--- config.mk ---
export PLATFORM = sky130hd
export DESIGN_NAME = fetch_unit
export DESIGN_NICKNAME = d
export VERILOG_FILES = /design/src/hw/fetch_pkg.sv /design/src/hw/fetch_unit.sv /design/src/hw/icache_ctrl.sv /design/src/hw/icache_way.sv /design/src/hw/fetch_pc_gen.sv
export SDC_FILE = /design/constraint.sdc
export NUM_CORES = 2
export LEC_CHECK = 0
export BUFFER_PORTS_ARGS = -buffer_cell sky130_fd_sc_hd__buf_4
export CORE_MARGIN = 2
export CORE_UTILIZATION = 68
export DETAILED_ROUTE_END_ITERATION = 10
export GPL_ROUTABILITY_DRIVEN = 0
export PLACE_DENSITY = 0.95
export SYNTH_ARGS = -nofsm -noshare
export SYNTH_HDL_FRONTEND = slang
export SYNTH_HIERARCHICAL = 1
export SYNTH_MEMORY_MAX_BITS = 65536
export SYNTH_SLANG_ARGS = --single-unit
--- constraint.sdc ---
create_clock -name clk -period 17.2 [get_ports clk]
set_input_delay 0 -clock clk [delete_from_list [all_inputs] [get_ports clk]]
set_output_delay 0 -clock clk [all_outputs]
set_load 0.005 [all_outputs]
--- src/hw/fetch_pkg.sv ---
package fetch_pkg;

	// ************************************************************
	// widths
	// ************************************************************

	// byte address, full 32 bit space
	localparam int addr_w = 32;
	// base isa words only, no compressed
	localparam int inst_w = 32;

	// boot address of the program image
	localparam logic [addr_w-1:0] reset_pc = 32'h8000_0000;

	// ************************************************************
	// cache geometry
	// ************************************************************

	// one memory beat per word
	localparam int line_words = 4;
	localparam int num_sets = 16;
	// two ways, one lru bit per set covers it
	localparam int num_ways = 2;

	// word select inside a line
	localparam int word_w = $clog2(line_words);
	// word select plus the two byte bits
	localparam int offset_w = word_w + 2;
	localparam int index_w = $clog2(num_sets);
	// everything above index and offset
	localparam int tag_w = addr_w - index_w - offset_w;

	// ************************************************************
	// pre-decode
	// ************************************************************

	// jal, always predicted taken
	localparam logic [6:0] op_jal = 7'b1101111;
	// beq/bne/blt/bge/bltu/bgeu share this opcode
	localparam logic [6:0] op_branch = 7'b1100011;

endpackage
--- src/hw/fetch_unit.sv ---
module fetch_unit (
	input  logic                         clk,
	input  logic                         rst,
	input  logic                         redirect_valid,
	input  logic [fetch_pkg::addr_w-1:0] redirect_pc,
	output logic                         inst_valid,
	output logic [fetch_pkg::inst_w-1:0] inst,
	output logic [fetch_pkg::addr_w-1:0] inst_pc,
	output logic                         inst_pred_taken,
	input  logic                         inst_ready,
	output logic                         mem_req_valid,
	output logic [fetch_pkg::addr_w-1:0] mem_req_addr,
	input  logic                         mem_req_ready,
	input  logic                         mem_resp_valid,
	input  logic [fetch_pkg::inst_w-1:0] mem_resp_data
);
	import fetch_pkg::*;

	// pc generator to cache
	logic                            req_valid;
	logic [addr_w-1:0]               req_pc;
	logic                            req_ready;
	logic                            squash;
	logic                            resp_valid;
	logic [inst_w-1:0]               resp_inst;
	logic [addr_w-1:0]               resp_pc;
	logic                            resp_pred_taken;
	// lookup side of the ways
	logic [index_w-1:0]              lookup_index;
	logic [tag_w-1:0]                lookup_tag;
	logic [word_w-1:0]               lookup_word;
	logic [num_ways-1:0]             way_hit;
	logic [num_ways-1:0][inst_w-1:0] way_word;
	// refill side
	logic [num_ways-1:0]             fill_way;
	logic [index_w-1:0]              fill_index;
	logic [word_w-1:0]               fill_word;
	logic [tag_w-1:0]                fill_tag;
	logic [inst_w-1:0]               fill_data;
	logic                            fill_last;

	fetch_pc_gen u_pc_gen (
		.clk             (clk),
		.rst             (rst),
		.redirect_valid  (redirect_valid),
		.redirect_pc     (redirect_pc),
		.req_valid       (req_valid),
		.req_pc          (req_pc),
		.req_ready       (req_ready),
		.resp_valid      (resp_valid),
		.resp_inst       (resp_inst),
		.resp_pc         (resp_pc),
		.resp_pred_taken (resp_pred_taken),
		.squash          (squash)
	);

	// new index from the pc when a request can go in,
	// otherwise re-read the set of the pending lookup
	assign lookup_index = req_ready ? req_pc[offset_w +: index_w] : fill_index;

	for (genvar g = 0; g < num_ways; g++) begin : g_way
		icache_way u_way (
			.clk          (clk),
			.rst          (rst),
			.lookup_index (lookup_index),
			.lookup_tag   (lookup_tag),
			.lookup_word  (lookup_word),
			.hit          (way_hit[g]),
			.rd_word      (way_word[g]),
			.fill_en      (fill_way[g]),
			.fill_index   (fill_index),
			.fill_word    (fill_word),
			.fill_tag     (fill_tag),
			.fill_data    (fill_data),
			// last beat only reaches the way being filled
			.fill_last    (fill_last & fill_way[g])
		);
	end

	icache_ctrl u_ctrl (
		.clk             (clk),
		.rst             (rst),
		.req_valid       (req_valid),
		.req_pc          (req_pc),
		.req_ready       (req_ready),
		.squash          (squash),
		.redirect_valid  (redirect_valid),
		.way_hit         (way_hit),
		.way_word        (way_word),
		.lookup_tag      (lookup_tag),
		.lookup_word     (lookup_word),
		.fill_way        (fill_way),
		.fill_index      (fill_index),
		.fill_word       (fill_word),
		.fill_tag        (fill_tag),
		.fill_data       (fill_data),
		.fill_last       (fill_last),
		.resp_valid      (resp_valid),
		.resp_inst       (resp_inst),
		.resp_pc         (resp_pc),
		.resp_pred_taken (resp_pred_taken),
		.inst_valid      (inst_valid),
		.inst            (inst),
		.inst_pc         (inst_pc),
		.inst_pred_taken (inst_pred_taken),
		.inst_ready      (inst_ready),
		.mem_req_valid   (mem_req_valid),
		.mem_req_addr    (mem_req_addr),
		.mem_req_ready   (mem_req_ready),
		.mem_resp_valid  (mem_resp_valid),
		.mem_resp_data   (mem_resp_data)
	);

endmodule

--- src/hw/icache_ctrl.sv ---
module icache_ctrl (
	input  logic                                               clk,
	input  logic                                               rst,
	input  logic                                               req_valid,
	input  logic [fetch_pkg::addr_w-1:0]                       req_pc,
	output logic                                               req_ready,
	input  logic                                               squash,
	input  logic                                               redirect_valid,
	input  logic [fetch_pkg::num_ways-1:0]                     way_hit,
	input  logic [fetch_pkg::num_ways-1:0][fetch_pkg::inst_w-1:0] way_word,
	output logic [fetch_pkg::tag_w-1:0]                        lookup_tag,
	output logic [fetch_pkg::word_w-1:0]                       lookup_word,
	output logic [fetch_pkg::num_ways-1:0]                     fill_way,
	output logic [fetch_pkg::index_w-1:0]                      fill_index,
	output logic [fetch_pkg::word_w-1:0]                       fill_word,
	output logic [fetch_pkg::tag_w-1:0]                        fill_tag,
	output logic [fetch_pkg::inst_w-1:0]                       fill_data,
	output logic                                               fill_last,
	output logic                                               resp_valid,
	output logic [fetch_pkg::inst_w-1:0]                       resp_inst,
	output logic [fetch_pkg::addr_w-1:0]                       resp_pc,
	input  logic                                               resp_pred_taken,
	output logic                                               inst_valid,
	output logic [fetch_pkg::inst_w-1:0]                       inst,
	output logic [fetch_pkg::addr_w-1:0]                       inst_pc,
	output logic                                               inst_pred_taken,
	input  logic                                               inst_ready,
	output logic                                               mem_req_valid,
	output logic [fetch_pkg::addr_w-1:0]                       mem_req_addr,
	input  logic                                               mem_req_ready,
	input  logic                                               mem_resp_valid,
	input  logic [fetch_pkg::inst_w-1:0]                       mem_resp_data
);
	import fetch_pkg::*;

	typedef enum logic [1:0] {s_idle, s_req, s_fill, s_replay} state_t;

	state_t              state;
	logic [word_w-1:0]   beat_cnt;
	logic                victim_q;
	logic [num_sets-1:0] lru_q;
	logic                lk_valid;
	logic [addr_w-1:0]   lk_pc;
	logic [index_w-1:0]  lk_index;
	logic                lookup_state;
	logic                rsp_free;
	logic                hit_any;
	logic                hit_way;
	logic [inst_w-1:0]   hit_word;
	logic                beat_last;

	// ************************************************************
	// pending lookup
	// ************************************************************

	assign lk_index = lk_pc[offset_w +: index_w];
	assign lookup_tag = lk_pc[addr_w-1 -: tag_w];
	assign lookup_word = lk_pc[offset_w-1:2];

	// ways answer only in idle and replay
	assign lookup_state = (state == s_idle) || (state == s_replay);
	// response register empty or draining this cycle
	assign rsp_free = !inst_valid || inst_ready;

	// merge the way outputs
	always_comb begin
		hit_any = 1'b0;
		hit_way = 1'b0;
		hit_word = '0;
		for (int w = 0; w < num_ways; w++) begin
			if (way_hit[w]) begin
				hit_any = 1'b1;
				hit_way = w[0];
				hit_word = way_word[w];
			end
		end
	end

	// new lookup only once the current one leaves, hit and room
	assign req_ready = (state == s_idle) && (!lk_valid || (hit_any && rsp_free));

	// word enters the response register, pre-decoded by the pc generator
	assign resp_valid = lookup_state && lk_valid && hit_any && rsp_free && !redirect_valid;
	assign resp_inst = hit_word;
	assign resp_pc = lk_pc;

	always_ff @(posedge clk) begin
		if (rst) begin
			lk_valid <= 1'b0;
		end else if (req_valid && req_ready) begin
			// wrong path after a taken prediction or a redirect
			lk_valid <= !squash && !redirect_valid;
		end else if (redirect_valid || resp_valid) begin
			lk_valid <= 1'b0;
		end
	end

	always_ff @(posedge clk) begin
		if (req_valid && req_ready) begin
			lk_pc <= req_pc;
		end
	end

	// ************************************************************
	// response register towards decode
	// ************************************************************

	always_ff @(posedge clk) begin
		if (rst) begin
			inst_valid <= 1'b0;
		end else if (redirect_valid) begin
			inst_valid <= 1'b0;
		end else if (resp_valid) begin
			inst_valid <= 1'b1;
		end else if (inst_ready) begin
			inst_valid <= 1'b0;
		end
	end

	always_ff @(posedge clk) begin
		if (resp_valid) begin
			inst <= hit_word;
			inst_pc <= lk_pc;
			inst_pred_taken <= resp_pred_taken;
		end
	end

	// ************************************************************
	// refill FSM
	// ************************************************************

	assign beat_last = (beat_cnt == word_w'(line_words - 1));

	always_ff @(posedge clk) begin
		if (rst) begin
			state <= s_idle;
			beat_cnt <= '0;
		end else begin
			case (state)
				s_idle: begin
					// miss seen in the lookup cycle
					if (lk_valid && !hit_any && !redirect_valid) begin
						state <= s_req;
					end
				end
				s_req: begin
					if (mem_req_ready) begin
						state <= s_fill;
						beat_cnt <= '0;
					end
				end
				s_fill: begin
					if (mem_resp_valid) begin
						beat_cnt <= beat_cnt + 1'b1;
						// discarded lookup, line still filled but no word returned
						if (beat_last) begin
							state <= (lk_valid && !redirect_valid) ? s_replay : s_idle;
						end
					end
				end
				default: begin
					// stay only while the word waits on decode
					if (redirect_valid || !(lk_valid && hit_any && !rsp_free)) begin
						state <= s_idle;
					end
				end
			endcase
		end
	end

	// victim is the way not used last in this set
	always_ff @(posedge clk) begin
		if (state == s_idle && lk_valid && !hit_any) begin
			victim_q <= ~lru_q[lk_index];
		end
	end

	// lru bit holds the most recently used way
	always_ff @(posedge clk) begin
		if (rst) begin
			lru_q <= '0;
		end else if (fill_last) begin
			lru_q[lk_index] <= victim_q;
		end else if (lookup_state && lk_valid && hit_any) begin
			lru_q[lk_index] <= hit_way;
		end
	end

	// line aligned request for the pending lookup
	assign mem_req_valid = (state == s_req);
	assign mem_req_addr = {lk_pc[addr_w-1:offset_w], {offset_w{1'b0}}};

	// beats go straight into the victim way
	assign fill_way = (state == s_fill && mem_resp_valid) ? (num_ways'(1) << victim_q) : '0;
	assign fill_index = lk_index;
	assign fill_word = beat_cnt;
	assign fill_tag = lk_pc[addr_w-1 -: tag_w];
	assign fill_data = mem_resp_data;
	assign fill_last = (state == s_fill) && mem_resp_valid && beat_last;

	// a line lives in at most one way
	hit_onehot: assert property (@(posedge clk) disable iff (rst)
		(lookup_state && lk_valid) |-> $onehot0(way_hit));

	// beats only inside a refill, counter bounds them to line_words
	beats_in_fill: assert property (@(posedge clk) disable iff (rst)
		mem_resp_valid |-> (state == s_fill));

endmodule

--- src/hw/icache_way.sv ---
module icache_way (
	input  logic                          clk,
	input  logic                          rst,
	input  logic [fetch_pkg::index_w-1:0] lookup_index,
	input  logic [fetch_pkg::tag_w-1:0]   lookup_tag,
	input  logic [fetch_pkg::word_w-1:0]  lookup_word,
	output logic                          hit,
	output logic [fetch_pkg::inst_w-1:0]  rd_word,
	input  logic                          fill_en,
	input  logic [fetch_pkg::index_w-1:0] fill_index,
	input  logic [fetch_pkg::word_w-1:0]  fill_word,
	input  logic [fetch_pkg::tag_w-1:0]   fill_tag,
	input  logic [fetch_pkg::inst_w-1:0]  fill_data,
	input  logic                          fill_last
);
	import fetch_pkg::*;

	// per set state of this way
	logic [num_sets-1:0] valid_q;
	logic [tag_w-1:0]    tag_q [num_sets];
	logic [inst_w-1:0]   data_q [num_sets][line_words];
	// set being looked up this cycle
	logic [index_w-1:0]  index_q;

	// index captured every cycle
	always_ff @(posedge clk) begin
		index_q <= lookup_index;
	end

	// line invalid while beats arrive, valid on the last one
	always_ff @(posedge clk) begin
		if (rst) begin
			valid_q <= '0;
		end else if (fill_en) begin
			valid_q[fill_index] <= fill_last;
		end
	end

	// tag rewritten on each beat, same value
	always_ff @(posedge clk) begin
		if (fill_en) begin
			tag_q[fill_index] <= fill_tag;
			data_q[fill_index][fill_word] <= fill_data;
		end
	end

	// compare against the controller's registered tag
	assign hit = valid_q[index_q] && (tag_q[index_q] == lookup_tag);
	assign rd_word = data_q[index_q][lookup_word];

	// only the victim way may complete a line
	fill_last_en: assert property (@(posedge clk) disable iff (rst)
		fill_last |-> fill_en);

endmodule

--- src/hw/fetch_pc_gen.sv ---
module fetch_pc_gen (
	input  logic                          clk,
	input  logic                          rst,
	input  logic                          redirect_valid,
	input  logic [fetch_pkg::addr_w-1:0]  redirect_pc,
	output logic                          req_valid,
	output logic [fetch_pkg::addr_w-1:0]  req_pc,
	input  logic                          req_ready,
	input  logic                          resp_valid,
	input  logic [fetch_pkg::inst_w-1:0]  resp_inst,
	input  logic [fetch_pkg::addr_w-1:0]  resp_pc,
	output logic                          resp_pred_taken,
	output logic                          squash
);
	import fetch_pkg::*;

	logic [addr_w-1:0] pc_q;
	logic              pc_valid_q;
	logic [addr_w-1:0] pc_next;
	logic [6:0]        opcode;
	logic              is_jal;
	logic              is_branch;
	logic              branch_back;
	logic [addr_w-1:0] imm_j;
	logic [addr_w-1:0] imm_b;
	logic [addr_w-1:0] pred_target;

	// ************************************************************
	// pre-decode of the word entering the response register
	// ************************************************************

	assign opcode = resp_inst[6:0];
	assign is_jal = (opcode == op_jal);
	// funct3 010 and 011 are not branches
	assign is_branch = (opcode == op_branch) && (resp_inst[14:13] != 2'b01);
	// sign bit set means negative offset
	assign branch_back = is_branch && resp_inst[31];

	// J immediate, 21 bits sign extended
	assign imm_j = {{(addr_w-20){resp_inst[31]}}, resp_inst[19:12], resp_inst[20],
		resp_inst[30:21], 1'b0};
	// B immediate, 13 bits sign extended
	assign imm_b = {{(addr_w-12){resp_inst[31]}}, resp_inst[7], resp_inst[30:25],
		resp_inst[11:8], 1'b0};

	// target relative to the predicted word, not the current pc
	assign pred_target = resp_pc + (is_jal ? imm_j : imm_b);

	// static rule: jal and backward branches taken
	assign resp_pred_taken = resp_valid && (is_jal || branch_back);

	// the sequential request accepted alongside a taken response is wrong path
	assign squash = resp_pred_taken;

	// ************************************************************
	// pc register
	// ************************************************************

	// priority: redirect, prediction, sequential
	always_comb begin
		if (redirect_valid) begin
			pc_next = redirect_pc;
		end else if (resp_pred_taken) begin
			pc_next = pred_target;
		end else if (req_valid && req_ready) begin
			pc_next = pc_q + addr_w'(4);
		end else begin
			// held by back-pressure or refill
			pc_next = pc_q;
		end
	end

	always_ff @(posedge clk) begin
		if (rst) begin
			pc_q <= reset_pc;
			pc_valid_q <= 1'b0;
		end else begin
			pc_q <= pc_next;
			// requests start one cycle after reset
			pc_valid_q <= 1'b1;
		end
	end

	assign req_valid = pc_valid_q;
	assign req_pc = pc_q;

	// ************************************************************
	// checks
	// ************************************************************

	// redirect targets and predicted targets must stay word aligned
	req_pc_aligned: assert property (@(posedge clk) disable iff (rst)
		req_valid |-> (req_pc[1:0] == 2'b00));

	// a rise of req_valid only after a cycle out of reset
	req_valid_rst_low: assert property (@(posedge clk)
		$rose(req_valid) |-> !$past(rst));

endmodule

==> reports/qor.json, run 1 <==
{
  "outcome": {
    "run_status": "aborted with a tool error",
    "last-stage-reached": "5_1_grt",
    "first-error": "[ERROR GRT-0116] Global routing finished with congestion. Check the congestion regions in the DRC Viewer."
  },
  "synth": {
    "number_of_enable_flip_flop_cells_after_synthesis": 4962,
    "syn_avg_cell_area_um2": 23.3,
    "synthMuxAreaShare_pct": 18.4,
    "synth.yosys.warnings": 6,
    "synth.cell_area_um2": 197000,
    "synth-seq-cells": 5057,
    "commonest_cells_in_the_synthesized_netlist": "4962 x edfxtp_1, 1536 x mux4_2, 279 x nor2_1",
    "synthMostInstantiatedCell": "edfxtp_1",
    "synth_top_area_cell": "edfxtp_1",
    "compound_cell_area_share_of_the_yosys_netlist_pct": 1.31,
    "ys_seq_area_share_pct": 76.6,
    "synth_adder_area_share_pct": 0.258,
    "synth_async_sr_flop_share_pct": 0,
    "top_area_cells_in_the_synthesized_netlist": "edfxtp_1 76%, mux4_2 18%, dfxtp_1 0.97%",
    "post_synth_inst_count": 8442,
    "yosys.cell_types.count": 91,
    "yosys_most_used_dff": "edfxtp_1",
    "dominant_combinational_cell_family_by_area_after_synthesis": "multiplexers",
    "netlist.area_leader.share_pct": 75.6,
    "post_synthesis_simple_gate_area_fraction_pct": 1.50,
    "synth_xor_area_share_pct": 0.405
  },
  "cts": {
    "cts_max_level": 5,
    "ctsResizeCount": 0,
    "cts_root_buf": "clkbuf_16",
    "cts_sinks": 5057,
    "cts_inserted_buffers": 463,
    "cts.path.max_buffers": 4
  },
  "global_route": {
    "grt_util_all_layers_pct": 75.3,
    "via_count_of_the_first_global_routing_pass": 142000,
    "first_pass_grt_wire_length_mm": 1460,
    "grt_overflow": 3402,
    "grt_start_max_net_pins": 123
  },
  "floorplan": {
    "number_of_primary_i_o_pins": 169,
    "die_w_um": 542,
    "die_height_um": 542,
    "rows": 197,
    "initial_core_util_pct": 68.4
  },
  "place": {
    "io_buffers": 164,
    "hpwlAfterDp_mm": 441,
    "postPlaceCellArea_um2": 204000
  }
}
## metal layers
metal / GRT overflow / GRT usage [%]
met1: 192 / 76.9
met2: 1891 / 88.3
met3: 218 / 63.0
met4: 1075 / 71.3
met5: 26 / 40.1
## cells by family after synthesis
logic type	after synthesis
DFF	5057
muxes	1689
and+or+nand+nor	633
buffers and inverters	574
AOI/OAI and AO/OA	357
xor gates and xnor gates	91
adders and majority gates	40
other	1
## stage by stage
step	setup slack, ns	hold slack (ns)	cells
3_5_place_dp	5.82	0.276	12100
4_1_cts	5.03	0.00526	13100
2_1_floorplan	5.38	0.144	8445
3_3_place_gp	7.02	0.269	12100
## what timing repair did
| item | 4_1_cts |
|---|---|
| buffers inserted | 0 |
| endpoints found under the setup margin | 0 |
| hold buffers | 113 |
| hold endpoints to repair | 1576 |
==> run 2, diff against run 1 <==
--- a/config.mk
+++ b/config.mk
@@ -7,10 +7,10 @@
 export LEC_CHECK = 0
 export BUFFER_PORTS_ARGS = -buffer_cell sky130_fd_sc_hd__buf_4
 export CORE_MARGIN = 2
-export CORE_UTILIZATION = 68
+export CORE_UTILIZATION = 40
 export DETAILED_ROUTE_END_ITERATION = 10
 export GPL_ROUTABILITY_DRIVEN = 0
-export PLACE_DENSITY = 0.95
+export PLACE_DENSITY_LB_ADDON = 0.15
 export SYNTH_ARGS = -nofsm -noshare
 export SYNTH_HDL_FRONTEND = slang
 export SYNTH_HIERARCHICAL = 1
==> reports/qor.json, run 2 <==
{
  "cts": {
    "cts_tree": "done",
    "ctsResizeCount": 0,
    "ctsHoldBuffers": 159,
    "cts_inserted_buffers": 541,
    "post_cts_buffers": 0,
    "cts_root_buf": "clkbuf_16",
    "cts_max_level": 6,
    "clkLatencyLatePin_ns": 1.06,
    "cts.clk_slew.worst_paths_ns": 0.06,
    "cts.path.max_buffers": 4,
    "cts_sinks": 5057
  },
  "hold_path": {
    "worstHoldPathCells": 2,
    "holdCritStartpoint": "mem_resp_data[23]",
    "whs_endpoint": "g_way[0].u_way/data_q[6][23]",
    "hold_class": "in2reg"
  },
  "synth": {
    "synthMostInstantiatedCell": "edfxtp_1",
    "ys_seq_area_share_pct": 76.6,
    "post_synth_inst_count": 8442,
    "synth_async_sr_flop_share_pct": 0,
    "netlist.area_leader.share_pct": 75.6,
    "synth_top_area_cell": "edfxtp_1",
    "synth.yosys.warnings": 6,
    "commonest_cells_in_the_synthesized_netlist": "4962 x edfxtp_1, 1536 x mux4_2, 279 x nor2_1",
    "syn_avg_cell_area_um2": 23.3,
    "top_area_cells_in_the_synthesized_netlist": "edfxtp_1 76%, mux4_2 18%, dfxtp_1 0.97%",
    "number_of_enable_flip_flop_cells_after_synthesis": 4962,
    "yosys.cell_types.count": 91,
    "synth-seq-cells": 5057,
    "yosys_most_used_dff": "edfxtp_1",
    "synth.cell_area_um2": 197000
  },
  "timing": {
    "final.setup.tns_ns": 0,
    "period_share_pct": 64.3,
    "post-route-min-period_ns": 11.06,
    "tightestPinTransition_ns": 1.38,
    "fmax_mhz": 90.4,
    "maxSlewViolCount": 0,
    "report.final.hold_viol_count": 0,
    "worst_clock_skew_ns": 0.0548,
    "worst_slew_margin_rel_pct": 8.26,
    "timing.final.setup_violations": 0,
    "rsz0062_at_grt": "no",
    "final.hold.worst_slack_ns": 0.0588
  },
  "job": {
    "maxCapViolations": 0
  },
  "finish": {
    "max_flop_register": "g_way.u_way/data_q",
    "fillerInstances": 40100,
    "multi_input_area_um2": 44300,
    "largest_register_ff_count": 4096,
    "layout.area.seq_um2": 151000,
    "share_of_final_layout_standard_cells_stronger_than_drive_strength_1_pct": 31.4,
    "top_regs": "g_way.u_way/data_q x4096, g_way.u_way/tag_q x768",
    "areaGrowthSynthToFinish_pct": 14.6,
    "layout.cells.most_common": "edfxtp_1",
    "layout.cells.most_common_list": "4962 x edfxtp_1, 1536 x mux4_2, 555 x clkbuf_16, 468 x buf_4, 160 x nor2_4",
    "finish.net_count": 9197
  },
  "pwr": {
    "p_leak_nw": 68.8,
    "sequentialPowerShare_pct": 42.9,
    "power_per_cell_area_nw_per_um2": 143,
    "internal-power_mw": 23.3,
    "power.share.combinational_pct": 22.2,
    "power.ir.vdd_worst_mv": 0.117,
    "switching_share_pct": 27.9,
    "netSwitchingPower_mw": 8.99,
    "post-layout-total-power_mw": 32.3,
    "p_clk_share_pct": 34.9
  },
  "critical_path": {
    "timing.critical_path.to_type": "flip-flop",
    "rr_endpoint": "u_pc_gen/req_pc[24]",
    "critical-path-top-cell-by-count": "buf_4",
    "critPathLaunchType": "flip-flop",
    "r2r_setup_slack_ns": 6.14,
    "worst_r2r_path_depth": 22,
    "worst_path_required_ns": 18.12,
    "worst_ep_arrival_time_ns": 11.98,
    "crit_slowest_cell": "dfxtp_4",
    "r2r-start": "g_way[0].u_way/index_q[0]",
    "crit_path_max_fanout": 87,
    "crit_path_largest_cell_delay_ns": 0.73,
    "crit_path_cell_trace": "buf_4 > buf_12 > buf_4 > buf_4 > buf_4 > mux4_2 > mux4_2 > mux4_2 > a22o_1 > nand2b_1 > nand3_1 > nand2_1 > nand3_1 > buf_4 > inv_1 > buf_4 > nor2_1 > nand2_1 > o221ai_1 > dlygate4sd3_1 > a31oi_1 > dlygate4sd3_1",
    "critical_path.top_delay_family": "buffers and inverters",
    "critPathKind": "reg2reg",
    "cp_num_buf_inv": 10
  },
  "route": {
    "drt-vias-per-instance": 5.90,
    "route.vias.total": 94400,
    "routedWlPerCell_um": 35.5,
    "drtPass1Iterations": 6,
    "drtIter0Drc": 11400,
    "drtAntennaViolNets": 0,
    "detail_route.drc_violations": 0,
    "wl_mm": 568
  },
  "global_route": {
    "grt_util_all_layers_pct": 22.4,
    "first_pass_grt_wire_length_mm": 781,
    "grt_antenna_before_repair": 56,
    "via_count_of_the_first_global_routing_pass": 96100,
    "grt_overflow": 0,
    "grt_start_max_net_pins": 116
  },
  "floorplan": {
    "die_w_um": 706,
    "floorplan.core_area_um2": 490000,
    "rows": 257,
    "die_height_um": 706,
    "initial_core_util_pct": 40.2,
    "die-area_um2": 498000,
    "number_of_primary_i_o_pins": 169
  },
  "place": {
    "hpwlAfterDp_mm": 315,
    "io_buffers": 164
  },
  "outcome": {
    "run_status": "finished, final reports clean"
  }
}
run 2: cell counts after synthesis:
Identical to the previous run, type by type.
run 2: worst max-delay path by stage:
stage / from / slack [ns] / end / cells past startpoint
after floorplan: g_way[1].u_way/index_q[1] / 5.38 / u_pc_gen/req_pc[11] / 19
after global placement: g_way[0].u_way/index_q[0] / 7.02 / u_pc_gen/req_pc[31] / 26
after detailed placement: g_way[0].u_way/index_q[0] / 7.03 / u_pc_gen/req_pc[31] / 26
after CTS: g_way[0].u_way/index_q[0] / 6.04 / u_pc_gen/req_pc[15] / 28
after global routing: g_way[0].u_way/index_q[0] / 5.38 / u_pc_gen/req_pc[24] / 22
final: g_way[0].u_way/index_q[0] / 6.14 / u_pc_gen/req_pc[24] / 22
run 2: power groups by stage:
stage	Clock [mW]	Combinational, mW	Sequential (mW)
global placement	0	7.20	14.1
finish	11.3	7.15	13.8
detailed placement	0	7.23	14.1
CTS	11.5	7.30	13.8
floorplan	0	4.74	14.0
global route	12.0	7.46	13.9
run 2: area by class of cell:
type                    count  area share [%]
clock inverters           274            1.12
multi-input cells        2814            19.6
flip-flops and latches   5057            66.8
inverters                  30          0.0499
repair buffers            643            2.40
well taps                6475            3.59
clock buffers             689            6.39
diodes                     17          0.0188
run 2: per-stage QoR:
step | cell area, µm² | instances | setup WS, ns | utilization [%]
floorplan | 197000 | 8445 | 5.38 | -
global placement | 207000 | 14900 | 7.02 | 42.3
detailed placement | 207000 | 14900 | 7.03 | 42.3
CTS | 226000 | 16000 | 6.04 | 46.1
global route | 226000 | 16000 | 5.38 | 46.1
finish | 226000 | 16000 | 6.14 | 46.1
run 2: layer usage:
metal	vias to the layer above	part of all wire [%]	global-route usage [%]
li1	37500	-	-
met3	771	7.7	3.99
met4	10	2.9	6.09
met1	52300	41	31.4
met2	3898	48	36.5
met5	-	0.011	0
run 2: logic make-up after synthesis:
family,count (synthesis),share of synthesized area (%)
flops,5057,76.6
mux,1689,18.4
simple gates,633,1.50
buf+inv,574,1.57
compound gates,357,1.31
xor+xnor,91,0.405
fa+ha+maj,40,0.258
other cells,1,0.00190
Power figures use the tool's default switching activity.
